**src/dma_ctrl_pkg.sv**
```systemverilog
// DMA control port package with widths, register offsets, request kinds and command word views
package dma_ctrl_pkg;

   // ******************************
   // Widths and offsets
   // ******************************
   localparam int CTRL_DATA_WIDTH  = 32;    // One target word
   localparam int CMD_LEN_WIDTH    = 16;
   localparam int CMD_OPC_WIDTH    = 1;
   localparam int ALLOC_STATUS_LSB = 16;    // Allocation status field in status word

   localparam logic [1:0] OFFSET_CMD    = 2'd0;   // Address bits 3 to 2
   localparam logic [1:0] OFFSET_STATUS = 2'd1;

   // Decoded target request
   typedef enum logic [2:0] {
      OP_NONE,
      OP_SID_READ,
      OP_CMD_WRITE,
      OP_STATUS_READ,
      OP_CLEAR_WRITE,
      OP_INVALID
   } ctrl_op_e;

   // Command beat layout, MSB first
   typedef struct packed {
      logic [8:0]               rsvd;
      logic                     twd_tcdm;   // Reserved, 2D not supported
      logic                     ble;        // Broadcast lines enable
      logic                     ile;        // Interrupt lines enable
      logic                     ele;        // Event lines enable
      logic                     twd_ext;    // Reserved, 2D not supported
      logic                     inc;        // Incremental transfer
      logic [CMD_OPC_WIDTH-1:0] opc;
      logic [CMD_LEN_WIDTH-1:0] len;        // Length in bytes
   } cmd_fields_t;

   // First beat is a command, the next two are plain addresses
   typedef union packed {
      cmd_fields_t                cmd;
      logic [CTRL_DATA_WIDTH-1:0] raw;
   } cmd_word_u;

   // What the response cycle returns
   typedef enum logic [1:0] {
      RESP_ACK,
      RESP_SID,
      RESP_STATUS
   } resp_kind_e;

endpackage

```
**src/ctrl_op_if.sv**
```systemverilog
// Decoded target request passed from the decode stage to the sequencer
`timescale 1ns/100ps

interface ctrl_op_if #(
   parameter int PE_ID_WIDTH = 1
)
(
   input logic clk_i,
   input logic rst_ni
);
   import dma_ctrl_pkg::*;

   ctrl_op_e               op;     // OP_NONE when no request
   cmd_word_u              data;   // Write data word
   logic [PE_ID_WIDTH-1:0] id;     // Requesting PE
   logic                   gnt;    // Request accepted this cycle

   modport decode (input clk_i, input rst_ni, input gnt, output op, output data, output id);
   modport seq    (input op, input data, output gnt);

endinterface

```
**src/ctrl_resp_if.sv**
```systemverilog
// Granted beat passed from the sequencer to the response stage
`timescale 1ns/100ps

interface ctrl_resp_if #(
   parameter int  NB_TRANSFERS = 4,
   localparam int SID_WIDTH    = (NB_TRANSFERS == 1) ? 1 : $clog2(NB_TRANSFERS)
);
   import dma_ctrl_pkg::*;

   logic                 fire;   // One pulse per granted request
   resp_kind_e           kind;
   logic [SID_WIDTH-1:0] sid;    // Id offered by the allocator

   modport seq  (output fire, output kind, output sid);
   modport resp (input fire, input kind, input sid);

endinterface

```
**src/ctrl_decode.sv**
```systemverilog
// Decode stage that classifies each target request by register offset and direction
`timescale 1ns/100ps

module ctrl_decode #(
   parameter int PE_ID_WIDTH = 1
)
(
   input  logic                                    req_i,
   input  logic                                    we_i,
   input  logic [dma_ctrl_pkg::CTRL_DATA_WIDTH-1:0] addr_i,
   input  logic [dma_ctrl_pkg::CTRL_DATA_WIDTH-1:0] data_i,
   input  logic [PE_ID_WIDTH-1:0]                  id_i,
   ctrl_op_if.decode                               op_o
);
   import dma_ctrl_pkg::*;

   logic [1:0] offset;

   assign offset = addr_i[3:2];   // Word offset, byte lanes ignored

   // ******************************
   // Request classification
   // ******************************
   always_comb
   begin
      op_o.op = OP_NONE;
      if (req_i)
      begin
         case (offset)
            OFFSET_CMD:    op_o.op = we_i ? OP_CMD_WRITE : OP_SID_READ;
            OFFSET_STATUS: op_o.op = we_i ? OP_CLEAR_WRITE : OP_STATUS_READ;
            default:       op_o.op = OP_INVALID;
         endcase
      end
   end

   assign op_o.data.raw = data_i;   // Meaning depends on the beat
   assign op_o.id       = id_i;

   // Unknown offsets must stall the target and never be accepted
   a_no_invalid_gnt : assert property (
      @(posedge op_o.clk_i) disable iff (!op_o.rst_ni)
      op_o.gnt |-> (op_o.op != OP_INVALID)
   );

endmodule

```
**src/cmd_sequencer.sv**
```systemverilog
// Control sequencer that walks the command beats, holds the SID and waits for the transfer
`timescale 1ns/100ps

module cmd_sequencer #(
   parameter int  NB_TRANSFERS   = 4,
   parameter int  TCDM_ADD_WIDTH = 12,
   parameter int  EXT_ADD_WIDTH  = 29,
   localparam int SID_WIDTH      = (NB_TRANSFERS == 1) ? 1 : $clog2(NB_TRANSFERS)
)
(
   input  logic                                  clk_i,
   input  logic                                  rst_ni,
   ctrl_op_if.seq                                op_i,
   ctrl_resp_if.seq                              resp_o,
   // Command queue
   input  logic                                  cmd_gnt_i,
   output logic                                  cmd_req_o,
   output logic [dma_ctrl_pkg::CMD_LEN_WIDTH-1:0] cmd_len_o,
   output logic [dma_ctrl_pkg::CMD_OPC_WIDTH-1:0] cmd_opc_o,
   output logic                                  cmd_inc_o,
   output logic                                  cmd_ele_o,
   output logic                                  cmd_ile_o,
   output logic                                  cmd_ble_o,
   output logic [SID_WIDTH-1:0]                  cmd_sid_o,
   // Address queues
   input  logic                                  tcdm_gnt_i,
   output logic                                  tcdm_req_o,
   output logic [TCDM_ADD_WIDTH-1:0]             tcdm_add_o,
   input  logic                                  ext_gnt_i,
   output logic                                  ext_req_o,
   output logic [EXT_ADD_WIDTH-1:0]              ext_add_o,
   // SID allocator
   output logic                                  trans_alloc_req_o,
   input  logic                                  trans_alloc_gnt_i,
   input  logic [SID_WIDTH-1:0]                  trans_alloc_ret_i,
   output logic [NB_TRANSFERS-1:0]               trans_alloc_clr_o,
   // Arbiter observation and transfer status
   input  logic                                  arb_req_i,
   input  logic                                  arb_gnt_i,
   input  logic [SID_WIDTH-1:0]                  arb_sid_i,
   input  logic [NB_TRANSFERS-1:0]               trans_status_i,
   output logic                                  busy_o
);
   import dma_ctrl_pkg::*;

   localparam logic [2:0] S_IDLE    = 3'd0;
   localparam logic [2:0] S_TCDM    = 3'd1;   // Waiting for local address beat
   localparam logic [2:0] S_EXT     = 3'd2;   // Waiting for external address beat
   localparam logic [2:0] S_BARRIER = 3'd3;   // Command not yet taken by arbiter
   localparam logic [2:0] S_DONE    = 3'd4;

   logic [2:0]           state_q;
   logic [2:0]           state_d;
   logic [SID_WIDTH-1:0] sid_q;
   logic                 barrier_q;
   logic                 beat_gnt;
   logic                 arb_hit;

   assign beat_gnt = (state_q == S_TCDM) ? tcdm_gnt_i : ext_gnt_i;
   assign arb_hit  = arb_req_i && arb_gnt_i && (arb_sid_i == sid_q);

   // ******************************
   // Control FSM
   // ******************************
   always_comb
   begin
      state_d           = state_q;
      op_i.gnt          = 1'b0;
      cmd_req_o         = 1'b0;
      tcdm_req_o        = 1'b0;
      ext_req_o         = 1'b0;
      trans_alloc_req_o = 1'b0;
      trans_alloc_clr_o = '0;
      resp_o.kind       = RESP_ACK;
      busy_o            = 1'b1;

      case (state_q)
         S_IDLE:
         begin
            busy_o = (op_i.op != OP_NONE);
            case (op_i.op)
               OP_SID_READ:
               begin
                  trans_alloc_req_o = 1'b1;
                  op_i.gnt          = trans_alloc_gnt_i;   // Stall until an id is free
                  resp_o.kind       = RESP_SID;
               end
               OP_CMD_WRITE:
               begin
                  cmd_req_o = 1'b1;
                  op_i.gnt  = cmd_gnt_i;
                  if (cmd_gnt_i)
                     state_d = S_TCDM;
               end
               OP_STATUS_READ:
               begin
                  op_i.gnt    = 1'b1;
                  resp_o.kind = RESP_STATUS;
               end
               OP_CLEAR_WRITE:
               begin
                  op_i.gnt          = 1'b1;
                  trans_alloc_clr_o = op_i.data.raw[NB_TRANSFERS-1:0];
               end
               default:
                  state_d = S_IDLE;   // Invalid offsets are never granted
            endcase
         end

         S_TCDM, S_EXT:
         begin
            if (op_i.op == OP_CMD_WRITE)
            begin
               tcdm_req_o = (state_q == S_TCDM);
               ext_req_o  = (state_q == S_EXT);
               op_i.gnt   = beat_gnt;
               if (beat_gnt)
                  state_d = (state_q == S_TCDM) ? S_EXT : S_BARRIER;
            end
            else if (op_i.op != OP_NONE)
               state_d = S_IDLE;   // Wrong kind aborts the sequence
         end

         S_BARRIER:
            if (!barrier_q)
               state_d = S_DONE;

         S_DONE:
            if (trans_status_i[sid_q])
               state_d = S_IDLE;

         default:
            state_d = S_IDLE;
      endcase
   end

   // ******************************
   // State, SID and barrier
   // ******************************
   always_ff @(posedge clk_i, negedge rst_ni)
   begin
      if (!rst_ni)
      begin
         state_q   <= S_IDLE;
         sid_q     <= '0;
         barrier_q <= 1'b0;
      end
      else
      begin
         state_q <= state_d;
         if (trans_alloc_req_o && trans_alloc_gnt_i)
            sid_q <= trans_alloc_ret_i;
         if (cmd_req_o && cmd_gnt_i)
            barrier_q <= 1'b1;   // Armed when the command is queued
         else if (arb_hit)
            barrier_q <= 1'b0;
      end
   end

   assign resp_o.fire = op_i.gnt;
   assign resp_o.sid  = trans_alloc_ret_i;   // Id returned by a SID read

   // Queue payloads straight from the presented word
   assign cmd_len_o  = op_i.data.cmd.len - CMD_LEN_WIDTH'(1);
   assign cmd_opc_o  = op_i.data.cmd.opc;
   assign cmd_inc_o  = op_i.data.cmd.inc;
   assign cmd_ele_o  = op_i.data.cmd.ele;
   assign cmd_ile_o  = op_i.data.cmd.ile;
   assign cmd_ble_o  = op_i.data.cmd.ble;
   assign cmd_sid_o  = sid_q;
   assign tcdm_add_o = op_i.data.raw[TCDM_ADD_WIDTH-1:0];
   assign ext_add_o  = op_i.data.raw[EXT_ADD_WIDTH-1:0];

   // Decode must present a request before any beat is accepted
   a_gnt_needs_req : assert property (
      @(posedge clk_i) disable iff (!rst_ni)
      op_i.gnt |-> (op_i.op != OP_NONE)
   );

   a_one_queue_req : assert property (
      @(posedge clk_i) disable iff (!rst_ni)
      $onehot0({cmd_req_o, tcdm_req_o, ext_req_o, trans_alloc_req_o})
   );

endmodule

```
**src/ctrl_response.sv**
```systemverilog
// Response stage that returns valid, data and PE id one cycle after each grant
`timescale 1ns/100ps

module ctrl_response #(
   parameter int  NB_TRANSFERS = 4,
   parameter int  PE_ID_WIDTH  = 1,
   localparam int SID_WIDTH    = (NB_TRANSFERS == 1) ? 1 : $clog2(NB_TRANSFERS)
)
(
   input  logic                                    clk_i,
   input  logic                                    rst_ni,
   ctrl_resp_if.resp                               resp_i,
   input  logic [PE_ID_WIDTH-1:0]                  id_i,
   input  logic [NB_TRANSFERS-1:0]                 trans_status_i,
   input  logic [NB_TRANSFERS-1:0]                 trans_alloc_status_i,
   output logic                                    r_valid_o,
   output logic [dma_ctrl_pkg::CTRL_DATA_WIDTH-1:0] r_data_o,
   output logic [PE_ID_WIDTH-1:0]                  r_id_o
);
   import dma_ctrl_pkg::*;

   logic                   valid_q;
   resp_kind_e             kind_q;
   logic [SID_WIDTH-1:0]   sid_q;
   logic [PE_ID_WIDTH-1:0] id_q;

   always_ff @(posedge clk_i, negedge rst_ni)
   begin
      if (!rst_ni)
         valid_q <= 1'b0;
      else
         valid_q <= resp_i.fire;
   end

   // Captured with the grant
   always_ff @(posedge clk_i)
   begin
      if (resp_i.fire)
      begin
         kind_q <= resp_i.kind;
         sid_q  <= resp_i.sid;
         id_q   <= id_i;
      end
   end

   // ******************************
   // Response word
   // ******************************
   always_comb
   begin
      r_data_o = '0;
      if (valid_q)
      begin
         case (kind_q)
            RESP_SID:
               r_data_o[SID_WIDTH-1:0] = sid_q;
            RESP_STATUS:
            begin
               // Status is sampled in the response cycle itself
               r_data_o[NB_TRANSFERS-1:0]                  = trans_status_i;
               r_data_o[ALLOC_STATUS_LSB +: NB_TRANSFERS] = trans_alloc_status_i;
            end
            default:
               r_data_o = '0;   // Plain write acknowledge
         endcase
      end
   end

   assign r_valid_o = valid_q;
   assign r_id_o    = id_q;   // Echoed PE id

endmodule

```
**src/dma_ctrl_top.sv**
```systemverilog
// DMA control port front end built from decode, sequence and response stages
`timescale 1ns/100ps

module dma_ctrl_top #(
   parameter int  NB_TRANSFERS   = 4,
   parameter int  TCDM_ADD_WIDTH = 12,
   parameter int  EXT_ADD_WIDTH  = 29,
   parameter int  PE_ID_WIDTH    = 1,
   localparam int SID_WIDTH      = (NB_TRANSFERS == 1) ? 1 : $clog2(NB_TRANSFERS)
)
(
   input  logic                                    clk_i,
   input  logic                                    rst_ni,
   // Target port
   input  logic                                    ctrl_targ_req_i,
   input  logic                                    ctrl_targ_type_i,   // 1 is a read
   input  logic [dma_ctrl_pkg::CTRL_DATA_WIDTH-1:0] ctrl_targ_add_i,
   input  logic [dma_ctrl_pkg::CTRL_DATA_WIDTH-1:0] ctrl_targ_data_i,
   input  logic [PE_ID_WIDTH-1:0]                  ctrl_targ_id_i,
   output logic                                    ctrl_targ_gnt_o,
   output logic                                    ctrl_targ_r_valid_o,
   output logic [dma_ctrl_pkg::CTRL_DATA_WIDTH-1:0] ctrl_targ_r_data_o,
   output logic [PE_ID_WIDTH-1:0]                  ctrl_targ_r_id_o,
   // Command queue
   input  logic                                    cmd_gnt_i,
   output logic                                    cmd_req_o,
   output logic [dma_ctrl_pkg::CMD_LEN_WIDTH-1:0]   cmd_len_o,
   output logic [dma_ctrl_pkg::CMD_OPC_WIDTH-1:0]   cmd_opc_o,
   output logic                                    cmd_inc_o,
   output logic                                    cmd_ele_o,
   output logic                                    cmd_ile_o,
   output logic                                    cmd_ble_o,
   output logic [SID_WIDTH-1:0]                    cmd_sid_o,
   // TCDM and external address queues
   input  logic                                    tcdm_gnt_i,
   output logic                                    tcdm_req_o,
   output logic [TCDM_ADD_WIDTH-1:0]               tcdm_add_o,
   input  logic                                    ext_gnt_i,
   output logic                                    ext_req_o,
   output logic [EXT_ADD_WIDTH-1:0]                ext_add_o,
   // SID allocator
   output logic                                    trans_alloc_req_o,
   input  logic                                    trans_alloc_gnt_i,
   input  logic [SID_WIDTH-1:0]                    trans_alloc_ret_i,
   output logic [NB_TRANSFERS-1:0]                 trans_alloc_clr_o,
   input  logic [NB_TRANSFERS-1:0]                 trans_alloc_status_i,
   // Arbiter observation and status
   input  logic                                    arb_req_i,
   input  logic                                    arb_gnt_i,
   input  logic [SID_WIDTH-1:0]                    arb_sid_i,
   input  logic [NB_TRANSFERS-1:0]                 trans_status_i,
   output logic                                    busy_o
);

   ctrl_op_if #(.PE_ID_WIDTH(PE_ID_WIDTH)) op_if (
      .clk_i  (clk_i),
      .rst_ni (rst_ni)
   );

   ctrl_resp_if #(.NB_TRANSFERS(NB_TRANSFERS)) resp_if ();

   // ******************************
   // Decode
   // ******************************
   ctrl_decode #(
      .PE_ID_WIDTH (PE_ID_WIDTH)
   ) ctrl_decode_inst (
      .req_i  (ctrl_targ_req_i),
      .we_i   (!ctrl_targ_type_i),
      .addr_i (ctrl_targ_add_i),
      .data_i (ctrl_targ_data_i),
      .id_i   (ctrl_targ_id_i),
      .op_o   (op_if)
   );

   // ******************************
   // Sequence
   // ******************************
   cmd_sequencer #(
      .NB_TRANSFERS   (NB_TRANSFERS),
      .TCDM_ADD_WIDTH (TCDM_ADD_WIDTH),
      .EXT_ADD_WIDTH  (EXT_ADD_WIDTH)
   ) cmd_sequencer_inst (
      .clk_i             (clk_i),
      .rst_ni            (rst_ni),
      .op_i              (op_if),
      .resp_o            (resp_if),
      .cmd_gnt_i         (cmd_gnt_i),
      .cmd_req_o         (cmd_req_o),
      .cmd_len_o         (cmd_len_o),
      .cmd_opc_o         (cmd_opc_o),
      .cmd_inc_o         (cmd_inc_o),
      .cmd_ele_o         (cmd_ele_o),
      .cmd_ile_o         (cmd_ile_o),
      .cmd_ble_o         (cmd_ble_o),
      .cmd_sid_o         (cmd_sid_o),
      .tcdm_gnt_i        (tcdm_gnt_i),
      .tcdm_req_o        (tcdm_req_o),
      .tcdm_add_o        (tcdm_add_o),
      .ext_gnt_i         (ext_gnt_i),
      .ext_req_o         (ext_req_o),
      .ext_add_o         (ext_add_o),
      .trans_alloc_req_o (trans_alloc_req_o),
      .trans_alloc_gnt_i (trans_alloc_gnt_i),
      .trans_alloc_ret_i (trans_alloc_ret_i),
      .trans_alloc_clr_o (trans_alloc_clr_o),
      .arb_req_i         (arb_req_i),
      .arb_gnt_i         (arb_gnt_i),
      .arb_sid_i         (arb_sid_i),
      .trans_status_i    (trans_status_i),
      .busy_o            (busy_o)
   );

   assign ctrl_targ_gnt_o = op_if.gnt;   // Same-cycle target grant

   // ******************************
   // Respond
   // ******************************
   ctrl_response #(
      .NB_TRANSFERS (NB_TRANSFERS),
      .PE_ID_WIDTH  (PE_ID_WIDTH)
   ) ctrl_response_inst (
      .clk_i                (clk_i),
      .rst_ni               (rst_ni),
      .resp_i               (resp_if),
      .id_i                 (op_if.id),
      .trans_status_i       (trans_status_i),
      .trans_alloc_status_i (trans_alloc_status_i),
      .r_valid_o            (ctrl_targ_r_valid_o),
      .r_data_o             (ctrl_targ_r_data_o),
      .r_id_o               (ctrl_targ_r_id_o)
   );

endmodule

```
**config.mk**
```make
export PLATFORM = sky130hd
export DESIGN_NAME = dma_ctrl_top
export DESIGN_NICKNAME = d
export VERILOG_FILES = /design/src/dma_ctrl_pkg.sv /design/src/ctrl_op_if.sv /design/src/ctrl_resp_if.sv /design/src/ctrl_decode.sv /design/src/cmd_sequencer.sv /design/src/ctrl_response.sv /design/src/dma_ctrl_top.sv
export SDC_FILE = /design/constraint.sdc
export NUM_CORES = 1
export LEC_CHECK = 0
export BUFFER_PORTS_ARGS = -buffer_cell sky130_fd_sc_hd__buf_4
export CORE_AREA = 2 2 75 77
export CTS_CLUSTER_SIZE = 12
export DETAILED_ROUTE_END_ITERATION = 12
export DIE_AREA = 0 0 77 79
export PLACE_DENSITY_LB_ADDON = 0.08
export RECOVER_POWER = 100
export SYNTH_ARGS = -nofsm -noshare
export SYNTH_HDL_FRONTEND = slang
export SYNTH_SLANG_ARGS = --single-unit
```
**constraint.sdc**
```tcl
create_clock -name clk_i -period 2 [get_ports clk_i]
set_input_delay 0.2 -clock clk_i [delete_from_list [all_inputs] [get_ports clk_i]]
set_output_delay 0.2 -clock clk_i [all_outputs]
set_load 0.01 [all_outputs]
```
# --- After elaboration in Yosys (flattened, before gate mapping) ---
# Index checks and enable logic that the tools add are counted.
word_totals:
  word_cells: 76
  reg_bits: 12
  inputBits: 87
classes:
  reduce_logical: 12
  magnitude_cmp: 1
  n_eq_ne: 18
  add_sub_neg: 1
  muxes: 37
op_table:
  columns: ["op", "count"]
  rows:
  - ["3-bit two-way mux", 8]
  - ["20-bit two-way mux", 1]
  - ["16-bit by 1-bit subtractor with 16-bit output, second input constant", 1]
  - ["1-bit two-way mux", 15]
  - ["3-bit by 2-bit equality test with 1-bit output, second input constant", 4]
  - ["4-bit two-way mux", 3]
  - ["3-bit case mux with 2 select lines", 2]
  - ["3-bit case mux with 4 select lines", 1]
  - ["2-bit case mux with 2 select lines", 2]
  - ["3-bit by 1-bit equality test with 1-bit output, second input constant", 2]
  - ["3-bit equality test, second input constant", 2]
  - ["6-bit AND reduction", 1]
  - ["2-bit by 1-bit equality test with 1-bit output, second input constant", 2]
  - ["1-bit logical AND", 4]
  - ["2-bit two-way mux", 2]
  - ["2-bit inequality test, second input constant", 2]
  - ["2-bit OR reduction", 2]
  - ["3-bit logical NOT", 1]
  - ["2-bit by 3-bit < comparator with 1-bit output, second input constant", 1]
  - ["3-bit by 1-bit inequality test with 1-bit output, second input constant", 1]
  - ["3-bit by 2-bit inequality test with 1-bit output, second input constant", 1]
  - ["3-bit inequality test, second input constant", 1]
  - ["1-bit case mux with 3 select lines", 1]
  - ["3-bit nonzero test", 1]
  - ["8 further kinds", 8]

# --- Longest topological paths before layout ---
logic_depth:
  depth_word: 8
  ltp_mapped: 5
  mapped_depth_nobuf: 5

# --- Modules after synthesis ---
# Synthesis repeated with hierarchy kept, for this count alone.
hier_totals:
  cells_unflattened: 239
  area_unflattened_um2: 1909.3
modules_own_cells:
  columns: ["module", "n_inst", "seq_area_each_um2", "area_each_um2", "cells_per_inst"]
  rows:
  - ["cmd_sequencer", 1, 150.1, 1156.1, 153]
  - ["ctrl_response", 1, 175.2, 464.2, 46]
  - ["ctrl_decode", 1, 0.0, 285.3, 39]
  - ["dma_ctrl_top", 1, 0.0, 3.8, 1]

# --- Worst setup path before layout ---
# Ideal clock, no wire load.
synth_path:
  path_type: "reg-to-reg"
  from: "register cmd_sequencer_inst.state_q[2]"
  to: "register ctrl_response_inst.kind_q[0] (enable)"
  path_stages_with_launch: 4
  t_arrival_ns: 1.365
  path_buffers: 0
  path_slack_ns: 0.258
  required_ns: 1.623
  cell_sequence: "dfrtp_1 nor3b_2 nand2_1 o22ai_1"
synth_via:
  elab_chain_len: 4
  elab_cells_between_ends: 7
  cone_classes: "eq/ne: 2; mux: 3; reduce/logical: 2"
synth_lines:
  columns: ["item", "line", "rtl"]
  rows:
  - ["from (decl)", "cmd_sequencer.sv:52", "logic [2:0] state_q;"]
  - ["from (signal assigned)", "cmd_sequencer.sv:150", "state_q <= state_d;"]
  - ["3-bit by 1-bit equality test with 1-bit output", "cmd_sequencer.sv:59, cmd_sequencer.sv:77", null]
  - ["1-bit two-way mux", "cmd_sequencer.sv:59", "assign beat_gnt = (state_q == S_TCDM) ? tcdm_gnt_i : ext_gnt_i;"]
  - ["1-bit two-way mux", "cmd_sequencer.sv:112", "if (op_i.op == OP_CMD_WRITE)"]
  - ["1-bit case mux with 2 select lines *", "cmd_sequencer.sv:77", "case (state_q)"]
  - ["net ctrl_targ_gnt_o", "dma_ctrl_top.sv:20", "output logic ctrl_targ_gnt_o,"]
  - ["to (signal assigned)", "ctrl_response.sv:40", "kind_q <= resp_i.kind;"]
  - ["to (decl)", "ctrl_response.sv:23", "resp_kind_e kind_q;"]
# The timed path passes the listed nets; every way through them passes the cells marked *.
# A chain may end at the register's enable or synchronous reset.

# --- Worst setup path after layout ---
layout_path:
  from: "register cmd_sequencer_inst.state_q[2]"
  to: "output trans_alloc_clr_o[1]"
layout_via:
  elab_chain_len: 2
layout_lines:
  columns: ["item", "line", "rtl"]
  rows:
  - ["3-bit logical NOT", "cmd_sequencer.sv:77", null]
  - ["4-bit two-way mux", "cmd_sequencer.sv:77", null]
  - ["to (decl)", "dma_ctrl_top.sv:45", "output logic [NB_TRANSFERS-1:0] trans_alloc_clr_o,"]
# Every way passes these cells.

==> run metrics <==
via count=1353; switching power=0.282 mW; Routed Wire Length=3.68 mm; simple-gate portion of the synthesized area=23.3%; switch share=33.3%; adder-cell share of the synthesized area=2.34%; Final #Nets=345; Worst setup SP type=flop; internal power=0.566 mW; WP data arrival=1.67 ns; Inserted Clock Buffers=3; hpwl dp=3.20 mm; total global routing overflow=0; Crit Reg-Reg Startpoint=cmd_sequencer_inst.state_q[0]$_DFFE_PN0P_; GR Util All Layers=11.9%; Hold Fails Final Rpt=0; Met1 Wirelength=1.46 mm; DR top layer=met4; number of synthesis warnings=0; Final Skew=0.00787 ns; Max Buffers Root-to-Sink=2; Num Clock Sinks=12; Synth Area in XOR/XNOR=8.74%; crit path kind=flop to output port; post-route minimum period=1.87 ns; Synth Instances=189; unrepaired setup endpoints after global routing=false; Pre-antenna DRT Iters=4; IO Port Bufs=106; synth unique cells=43; synthesis-to-finish area growth=18.4%; largest net degree at the start of global routing=12; die height=79 um; pwr/cell area=447 nW/um^2; Synth Register Bits=12; I/O Pins=195; Worst EP required=1.80 ns; DR vias/cell=4.15; hold path start=ctrl_targ_id_i; Syn Std Cell Area=1600 um^2; largest family of logic cells by synthesized area=buffers and inverters; setup TNS=0 ns; clk slew on worst S/H paths=0.05 ns; Main synth FF type=dfrtp_1; Clock Root Buffer=clkbuf_8; leakage=0.859 nW; DRC viols=0; share of cells above drive strength 1=25.2%; most frequent cells in the layout=clkbuf_1, buf_4, conb_1; post-layout util=35.6%; worst skew pair latency=0.24 ns; Worst Path Max Fanout=4; Seq pwr share=36.6%; TritonCTS clock tree=built; Clock Power Share=27.0%; Max Cap Viol=0; count of pins over their slew limit=0; Worst Setup SP=cmd_sequencer_inst.state_q[2]$_DFFE_PN0P_; global-route wire length before repair=5.82 mm; Rows=27; Die Wd=77 um; worst-path cell chain=nor3b_1, nand2_1, nor3b_4, and2_1, clkbuf_4; Max Clock Freq=534 MHz; mux share of post-synthesis cell area=3.51%; antenna violations before repair=0; Setup Viol. Count Final=0; GPL Wtd Cong=0.692; Synth Area per Inst=8.48 um^2; core region area=5340 um^2; met3 wire len=369 um; slowest CP cell=dfrtp_1; crit-path max cell delay=0.37 ns; routed length per placed instance=11.3 um; vias in the first global route=1269; Antenna Nets Post-Route=0; status=completed; register area share after synthesis=20.3%; Antenna diodes=0; commonest non-fill, non-tap cell in the layout=clkbuf_1; Compound-Gate Fraction of Synth Area=6.32%; EDFF count, synth=5; H-tree Lvls=1; type of the worst min-delay path=primary input to flop; logic gate share of total power=36.5%; CP Capture Type=output port; maximum VDD drop=0.175 mV; Iteration-0 DRC Markers=31; DR WL met2=1.78 mm; FFs w/ async S/R, synth=58.3%; period utilisation layout=93.6%; Initial Utilization=30.0%; DIE AREA=6080 um^2
[routing by layer]
layer	up-vias	GRT usage, %
met5	-	0
met4	0	5.89
met3	7	3.18
met2	84	20.8
met1	590	13.5
li1	672	-
[cell type report]
type | count | area, um^2
well taps | 72 | 90.1
clock buffers | 4 | 45.0
fillers | 640 | 3440
flip-flops and latches | 12 | 327
multi-input cells | 120 | 807
inverters | 7 | 26.3
repair buffers | 111 | 603
[kinds of logic after synthesis]
group / count (synthesis)
AO/OA/AOI/OAI: 13
other: 1
flip-flops: 12
multiplexers: 4
buffers and inverters: 80
AND/OR/NAND/NOR: 60
adder cells (fa/ha/maj): 3
XOR/XNOR: 16
[Yosys cell counts, types with 2 or more instances]
cell type  number  area share (%)
a22oi_1         2            0.94
and2_1          5             2.0
and3_1          6             2.3
and4b_1         2             1.2
buf_2           2            0.62
buf_4          70              33
dfrtp_1         7              11
edfxtp_1        5             9.4
ha_1            3             2.3
inv_1           7             1.6
mux2_2          3             2.1
nand2_1        13             3.0
nand3_1         3            0.94
nor2_1         11             2.6
nor3_1          3            0.94
nor3b_1         3             1.4
nor3b_2         2             1.6
o211ai_1        2            0.94
o22ai_1         2            0.78
xnor2_1         8             4.4
xor2_1          8             4.4
[repair_timing]
item | 4_1_cts | 5_1_grt
hold buffers | 1 | 0
endpoints found under the setup margin | 4 | 4
setup buffers | 0 | 0
pin swaps | 0 | 0
hold endpoints to repair | 7 | 0
resized for setup | 2 | 2
[metrics by stage]
step | power [mW] | hold WS [ns] | area, um^2 | setup WS, ns | std cells
floorplan | 0.571 | -0.0956 | 1690 | 0.258 | 212
global placement | 0.686 | 0.0249 | 2070 | 0.150 | 321
detailed placement | 0.683 | 0.0256 | 2070 | 0.109 | 321
CTS | 0.920 | 0.122 | 2130 | 0.0625 | 326
global route | 0.905 | 0.145 | 1900 | 0.0145 | 326
finish | 0.848 | 0.151 | 1900 | 0.128 | 326
[state kept, by name, summed over array words and instances (netlist names)]
register,count
ctrl_response_inst.kind_q,2
cmd_sequencer_inst.barrier_q,1
ctrl_response_inst.sid_q,2
cmd_sequencer_inst.cmd_sid_o,2
ctrl_response_inst.r_valid_o,1
ctrl_response_inst.r_id_o,1
cmd_sequencer_inst.state_q,3
[final timing paths]
check | slack [ns] | depth (start not counted) | to
worst min register to register | 0.53 | 1 | cmd_sequencer_inst.barrier_q$_DFFE_PN0P_
max in group asynchronous | 1.28 | 2 | cmd_sequencer_inst.state_q[0]$_DFFE_PN0P_
worst max-delay path | 0.13 | 5 | trans_alloc_clr_o[1]
worst max register to register | 0.31 | 5 | cmd_sequencer_inst.state_q[0]$_DFFE_PN0P_
min in group asynchronous | 0.40 | 2 | cmd_sequencer_inst.barrier_q$_DFFE_PN0P_
worst min-delay path | 0.15 | 1 | ctrl_response_inst.r_id_o$_DFFE_PP_
[power groups by stage]
stage | clock network, mW | registers (mW) | logic, mW
3_3_place_gp | 0 | 0.316 | 0.370
6_report | 0.229 | 0.310 | 0.309
4_1_cts | 0.237 | 0.312 | 0.371
5_1_grt | 0.250 | 0.314 | 0.341
3_5_place_dp | 0 | 0.316 | 0.367
2_1_floorplan | 0 | 0.311 | 0.260
[critical path: cells and delay by family, from the launching register on]
family | cells | cell delay [ns]
and+or+nand+nor | 4 | 0.92
DFF | 1 | 0.37
buffers and inverters | 1 | 0.14
Note: power is estimated with default switching activity, not from simulation.
